### src/hw/mul_pkg.sv
// ------------------------------
// Multiply subsystem package
// Widths, opcode fields, completion record and buffer sizing
// ------------------------------
package mul_pkg;

    localparam int XLEN       = 64;
    localparam int HALF_XLEN  = XLEN / 2;
    localparam int PP_W       = XLEN + HALF_XLEN;   // Operand times half operand
    localparam int TAG_W      = 4;
    localparam int NUM_TAGS   = 2 ** TAG_W;         // 16 destination registers
    localparam int FIFO_DEPTH = 4;
    localparam int FIFO_PTR_W = $clog2(FIFO_DEPTH);
    localparam int FIFO_CNT_W = FIFO_PTR_W + 1;     // Holds 0 to FIFO_DEPTH

    typedef logic [XLEN-1:0]   xlen_t;
    typedef logic [2*XLEN-1:0] dword_t;
    typedef logic [PP_W-1:0]   pp_t;
    typedef logic [TAG_W-1:0]  tag_t;
    typedef logic [2:0]        funct3_t;

    // ------------------------------
    // M-extension operation field
    // ------------------------------
    localparam funct3_t F3_MUL    = 3'b000;
    localparam funct3_t F3_MULH   = 3'b001;
    localparam funct3_t F3_MULHSU = 3'b010;
    localparam funct3_t F3_MULHU  = 3'b011;
    localparam int      F3_DIV_BIT = 2;  // Set for the division group

    typedef enum logic [1:0] {
        MUL_LO,     // Low half, MUL and MULW
        MUL_HI_SS,  // High half, signed x signed
        MUL_HI_SU,  // High half, signed x unsigned
        MUL_HI_UU   // High half, unsigned x unsigned
    } mul_kind_e;

    // Completion record, also the buffer entry
    typedef struct packed {
        tag_t  tag;
        xlen_t data;
    } cpl_t;

endpackage
### src/hw/mul_cpl_if.sv
// ------------------------------
// Multiplier completion link
// Word lane and full-width lane, one-cycle pulses
// ------------------------------
interface mul_cpl_if
    import mul_pkg::*;
();

    logic word_valid;  // Word result this cycle
    cpl_t word_cpl;
    logic full_valid;  // Full-width result this cycle
    cpl_t full_cpl;

    modport unit (
        output word_valid,
        output word_cpl,
        output full_valid,
        output full_cpl
    );

    modport fifo (
        input word_valid,
        input word_cpl,
        input full_valid,
        input full_cpl
    );

endinterface

### src/hw/mul_result_fifo.sv
// ------------------------------
// Result buffer
// Two completions in, one result out per cycle
// ------------------------------
module mul_result_fifo
    import mul_pkg::*;
(
    input  logic    clk_i,
    input  logic    rstn_i,
    mul_cpl_if.fifo cpl,
    input  logic    pop_i,
    output logic    not_empty_o,
    output cpl_t    head_o
);

    cpl_t                  mem [FIFO_DEPTH];
    logic [FIFO_PTR_W-1:0] wr_ptr;
    logic [FIFO_PTR_W-1:0] rd_ptr;
    logic [FIFO_PTR_W-1:0] full_ptr;
    logic [FIFO_CNT_W-1:0] count;
    logic [FIFO_CNT_W-1:0] num_wr;
    logic                  do_pop;

    assign num_wr   = FIFO_CNT_W'(cpl.word_valid) + FIFO_CNT_W'(cpl.full_valid);
    assign do_pop   = pop_i & not_empty_o;
    assign full_ptr = wr_ptr + FIFO_PTR_W'(cpl.word_valid);  // Slot after the word entry

    always_ff @(posedge clk_i or negedge rstn_i) begin
        if (!rstn_i) begin
            wr_ptr <= '0;
            rd_ptr <= '0;
            count  <= '0;
        end else begin
            wr_ptr <= wr_ptr + num_wr[FIFO_PTR_W-1:0];
            rd_ptr <= rd_ptr + FIFO_PTR_W'(do_pop);
            count  <= count + num_wr - FIFO_CNT_W'(do_pop);
        end
    end

    // Word lane goes in first
    always_ff @(posedge clk_i) begin
        if (cpl.word_valid) begin
            mem[wr_ptr] <= cpl.word_cpl;
        end
        if (cpl.full_valid) begin
            mem[full_ptr] <= cpl.full_cpl;
        end
    end

    assign not_empty_o = (count != '0);
    assign head_o      = mem[rd_ptr];  // Head seen before the pop edge

    assert property (@(posedge clk_i) disable iff (!rstn_i)
        (cpl.word_valid || cpl.full_valid) |->
            int'(count) + int'(num_wr) - int'(do_pop) <= FIFO_DEPTH);

    // Writeback only pops what is there
    assert property (@(posedge clk_i) disable iff (!rstn_i)
        pop_i |-> not_empty_o);

endmodule

### src/flat_wrapper.sv
// flat-port wrapper written by rule: the top's interface ports become plain ports
module mul_result_fifo_flat import mul_pkg::*;
  (clk_i, rstn_i, pop_i, not_empty_o, head_o, cpl_word_valid, cpl_word_cpl, cpl_full_valid, cpl_full_cpl);
  mul_cpl_if cpl_i ();
  input  logic clk_i;
  input  logic rstn_i;
  input  logic pop_i;
  output logic not_empty_o;
  output cpl_t head_o;
  input wire logic [$bits(cpl_i.word_valid)-1:0] cpl_word_valid;
  input wire logic [$bits(cpl_i.word_cpl)-1:0] cpl_word_cpl;
  input wire logic [$bits(cpl_i.full_valid)-1:0] cpl_full_valid;
  input wire logic [$bits(cpl_i.full_cpl)-1:0] cpl_full_cpl;
  assign cpl_i.word_valid = cpl_word_valid;
  assign cpl_i.word_cpl = cpl_word_cpl;
  assign cpl_i.full_valid = cpl_full_valid;
  assign cpl_i.full_cpl = cpl_full_cpl;
  mul_result_fifo u_core (.clk_i(clk_i), .rstn_i(rstn_i), .cpl(cpl_i), .pop_i(pop_i), .not_empty_o(not_empty_o), .head_o(head_o));
endmodule
### config.mk
export PLATFORM = sky130hd
export DESIGN_NAME = mul_result_fifo_flat
export DESIGN_NICKNAME = d
export VERILOG_FILES = /design/src/hw/mul_pkg.sv /design/src/hw/mul_cpl_if.sv /design/src/hw/mul_result_fifo.sv /design/src/flat_wrapper.sv
export SDC_FILE = /design/constraint.sdc
export NUM_CORES = 1
export LEC_CHECK = 0
export BUFFER_PORTS_ARGS = -buffer_cell sky130_fd_sc_hd__buf_2
export CAP_MARGIN = 25
export CORE_MARGIN = 5
export CORE_UTILIZATION = 25
export CTS_CLUSTER_DIAMETER = 40
export DETAILED_ROUTE_END_ITERATION = 12
export GPL_ROUTABILITY_DRIVEN = 0
export RECOVER_POWER = 25
export SLEW_MARGIN = 20
export SYNTH_ARGS = -nofsm -noshare
export SYNTH_HDL_FRONTEND = slang
export SYNTH_SLANG_ARGS = --single-unit
### constraint.sdc
create_clock -name clk_i -period 17.5 [get_ports clk_i]
set_input_delay 2.625 -clock clk_i [delete_from_list [all_inputs] [get_ports clk_i]]
set_output_delay 2.625 -clock clk_i [all_outputs]
set_load 0.005 [all_outputs]
==> summary by stage <==
STA
The final count of hold timing violations was 0. Setup violations remaining at the end of the flow were counted as 0. For the final routed database, the setup TNS stands at 0 ps. The final critical-path share of the clock period is 38.31%. Setup repair after global routing left no endpoint under its margin. The setup clock skew after layout is 17.98 ps. The highest clock frequency the design can meet is 0.1492 GHz. The worst relative slew slack is -33.53%. The routed design could run at a clock period as short as 6703 ps. The worst-margin pin slew is 2003 ps. The number of max-slew violations in the final report is 96.

Yosys
After Yosys synthesis, and, or, nand and nor cells account for less than 1% of the synthesized area. The flop and latch count out of synthesis is 279. The number of warnings issued by yosys is 0. Counting every instance in the synthesized netlist gives about 700. The count of different cell masters after synthesis is 24. Of the post-synthesis cell area, the part taken by muxes is 34.42%. By area the synthesized netlist is led by sky130_fd_sc_hd__edfxtp_1 (61%), sky130_fd_sc_hd__mux2_2 (22%), sky130_fd_sc_hd__mux4_2 (11%).

After Yosys synthesis, full adders, half adders and majority gates account for 0.6141% of the synthesized area. The net count after synthesis is 845. The fraction of the mapped netlist area in compound gates is 0.2977%. A synthesized cell averages 19.27 sq um. After synthesis, the largest family of logic cells by area is multiplexers.

The mapped netlist covers between 10000 and 15000 sq um. In this run the biggest area consumer among cell types represents approximately three fifths of the synthesized area. After synthesis, flip-flops and latches occupy 62.04% of the total area. The post-synthesis xor/xnor area fraction is 0.4559%. The synthesized design spends more area on one cell type than any other, namely sky130_fd_sc_hd__edfxtp_1.

Power and ir drop
The cell leakage power is 5.960 nW. For this design the total switching power over the nets is ~0.00098 W. In this run, the clock network consumes between 20% and 30% of the power. VDD sags by at most 0.1150 mV. The design draws 0.003202 W. Combinational logic is responsible for between 30% and 40% of the overall power.

The net switching share of the total power is 30.69%. The internal power consumption is between 0.002 and 0.0025 W. For this design the ratio of total power to cell area is 189.3 nW/um^2.

Registers are responsible for ~37% of the overall power.

Clocking
The largest buffer count on any clock path is 3. The count of instances resized after the clock tree is built is 0. The clock tree from TritonCTS is yes. Clock tree synthesis found a total of 279 sinks.

Clock latency on the worst-skew pair, taken at its later pin, is 560 ps. The H-tree was split into 2 levels. The buffer cell driving the clock tree root is sky130_fd_sc_hd__clkbuf_16. Clock-pin slew was measured on the worst setup and hold paths at 50 ps. The post-cts hold buffer count is 0. The number of buffers inserted to repair setup after CTS is 0.

The CTS buffer count is 48.

Cells and area
The share of post-route cells with drive strength above 1 is 66.01%. The number of nets in the layout is ~1100. Once layout is complete, the utilization of the core stands at 31.55%. The area growth from synthesis to layout is 25.76%.

Setup path
The count of buffer and inverter cells on the critical path is 3. At the worst endpoint, the arrival time is slightly below 7000 ps. The worst-path cell with the longest stage delay is sky130_fd_sc_hd__clkbuf_1.

The family with the most delay on the worst path is buffers and inverters. The required time at the worst-slack endpoint is 17600 ps. By instance count, the cell type seen most on the critical path is sky130_fd_sc_hd__clkbuf_1. The critical path goes through clkbuf_1 -> ha_1 -> xnor2_1 -> nand3b_1 -> clkbuf_1 -> o21ai_0 -> clkbuf_1. In this run the worst path has a maximum fanout of 27. The element type at the critical path end is a flip-flop.

The startpoint of the most critical register-to-register path is u_core.wr_ptr[0]$_DFF_PN0_. The largest stage delay on the critical path is 1440 ps. The flop-to-flop setup slack is 12600 ps. The type of origin of the critical path is an input port. The type of the setup path with the least slack is input port to flip-flop. The endpoint of the lowest-slack register-to-register path is u_core.mem[0][41]$_DFFE_PP_. The number of cells on the worst reg-to-reg path is 6.

Worst hold path
The path class of the tightest hold or removal check is flip-flop to flip-flop. The startpoint of the tightest hold check path is u_core.count[2]$_DFF_PN0_. The worst hold path stage count is 1. The path with the worst hold slack has its endpoint at u_core.count[2]$_DFF_PN0_.

Outcome
The flow ran to the end, but the final reports show violations. The checks that failed: max-capacitance violations, max-slew violations.

Die
The effective utilization at floorplan is about a quarter. The y dimension of the die is 241.9 um. The width of the die is 241.9 um. The row count is 85.

The floorplan die area is 58530 sq um. The number of primary I/O pins is 210. The core region is around 54000 sq um.

Routing
The detailed router placed 7573 vias in this run. The overall routed net length is ~36 mm. The detailed-routing iteration count for the pre-antenna-repair pass is 6. In the final routed layout, each cell accounts on average for 21.32 um. The residual DRC count is 0. In this run, the number of DRC markers left after iteration 0 of detailed routing was approximately 420. The number of nets with antenna violations after detailed routing is 0. The average vias per placed instance is 4.546.

Global routing
The initial antenna violation count is 10. In the global route stage, overall resource usage came out at a little under an eighth. The first global-routing pass estimated 53.68 mm of wire.

The number of global-route vias before repair is 8542. The sum of overflow across all layers after global routing is 0. The largest net degree at the start of global routing is 45.

Place
The count of buffers added on input and output ports is 209. Once detailed placement completed, the half-perimeter wirelength came to 21.76 mm.

Job
The tool flagged a number of max-cap violations equal to 4.
## cells in the final DEF, fill, tap and decap left out, types with 6 or more instances in the layout
cell	n
sky130_fd_sc_hd__buf_2	204
sky130_fd_sc_hd__buf_4	11
sky130_fd_sc_hd__bufinv_16	6
sky130_fd_sc_hd__clkbuf_1	13
sky130_fd_sc_hd__clkbuf_16	49
sky130_fd_sc_hd__clkinv_2	10
sky130_fd_sc_hd__diode_2	8
sky130_fd_sc_hd__edfxtp_1	272
sky130_fd_sc_hd__mux2_2	263
sky130_fd_sc_hd__mux2_4	6
sky130_fd_sc_hd__mux4_2	68
sky130_fd_sc_hd__xnor2_1	7
## flip-flops by register name (all words and copies together), names as in the netlist
name           count
u_core.count       3
u_core.mem       272
u_core.rd_ptr      2
u_core.wr_ptr      2
## final cells by class
class	instances	area, sq um
multi-input cells	368	4872
fillers	5264	36690
clock buffers	58	1300
clock inverters	28	319.1
flip-flops and latches	279	8351
inverters	5	18.77
repair buffers	224	1161
well taps	696	870.8
diodes	8	20.02
## per-layer routing
layer  wire (um)  vias up  GRT usage (%)
li1            -     3367              -
met1       15830     3914          15.46
met2       16670      208          19.50
met3        2300       74          3.762
met4         665       10          3.122
met5          60        -              0
## kinds of logic after synthesis
logic type	Yosys count
XOR/XNOR	7
adder cells (fa/ha/maj)	6
AND/OR/NAND/NOR	9
buffers and inverters	51
flip-flops	279
multiplexers	340
AO/OA/AOI/OAI	6
## stage by stage
stage | cells | worst slack (ps) | hold slack [ps] | instance area [sq um]
2_1_floorplan | 698 | 9445 | 460.8 | 13450
3_3_place_gp | 1569 | 11730 | 493.0 | 15290
3_5_place_dp | 1570 | 11730 | 503.6 | 15320
4_1_cts | 1656 | 11540 | 514.0 | 16940
5_1_grt | 1661 | 10290 | 555.2 | 16900
6_report | 1666 | 10800 | 514.7 | 16910
## synth_stat cells
master                     count
sky130_fd_sc_hd__dfrtp_1       7
sky130_fd_sc_hd__o211ai_1      1
sky130_fd_sc_hd__or3_1         1
sky130_fd_sc_hd__ha_1          5
sky130_fd_sc_hd__buf_1         4
sky130_fd_sc_hd__clkbuf_1     12
sky130_fd_sc_hd__nand2_1       2
sky130_fd_sc_hd__buf_2        28
sky130_fd_sc_hd__xnor2_1       7
sky130_fd_sc_hd__buf_6         2
sky130_fd_sc_hd__inv_1         5
sky130_fd_sc_hd__nor2_1        1
sky130_fd_sc_hd__nand3b_1      1
sky130_fd_sc_hd__and3_1        1
sky130_fd_sc_hd__fa_1          1
sky130_fd_sc_hd__nand3_1       1
sky130_fd_sc_hd__a31o_2        2
sky130_fd_sc_hd__mux4_2       68
sky130_fd_sc_hd__edfxtp_1    272
sky130_fd_sc_hd__o21ai_0       3
sky130_fd_sc_hd__mux2_4        9
sky130_fd_sc_hd__nand2b_1      1
sky130_fd_sc_hd__or3b_1        1
sky130_fd_sc_hd__mux2_2      263
## power groups by stage
stage               clock, W  sequential (W)  combinational (W)
floorplan                  0         0.00116           0.000717
global placement           0         0.00119            0.00111
detailed placement         0         0.00120            0.00113
CTS                 0.000961         0.00119            0.00114
global route        0.000991         0.00121            0.00118
finish              0.000938         0.00118            0.00109
## worst max path at each step
| stage | start | end | slack [ps] | depth (start not counted) |
|---|---|---|---|---|
| final | cpl_word_valid | u_core.mem[0][41]$_DFFE_PP_ | 10800 | 7 |
| after global routing | cpl_word_valid | u_core.mem[0][42]$_DFFE_PP_ | 10290 | 7 |
| after CTS | u_core.rd_ptr[0]$_DFF_PN0_ | head_o[43] | 11540 | 3 |
| after detailed placement | cpl_word_valid | u_core.mem[3][0]$_DFFE_PP_ | 11730 | 6 |
| after global placement | cpl_word_valid | u_core.mem[3][3]$_DFFE_PP_ | 11730 | 6 |
| after floorplan | cpl_word_valid | u_core.mem[0][0]$_DFFE_PP_ | 9440 | 2 |
Note: power is estimated with default switching activity, not from simulation.
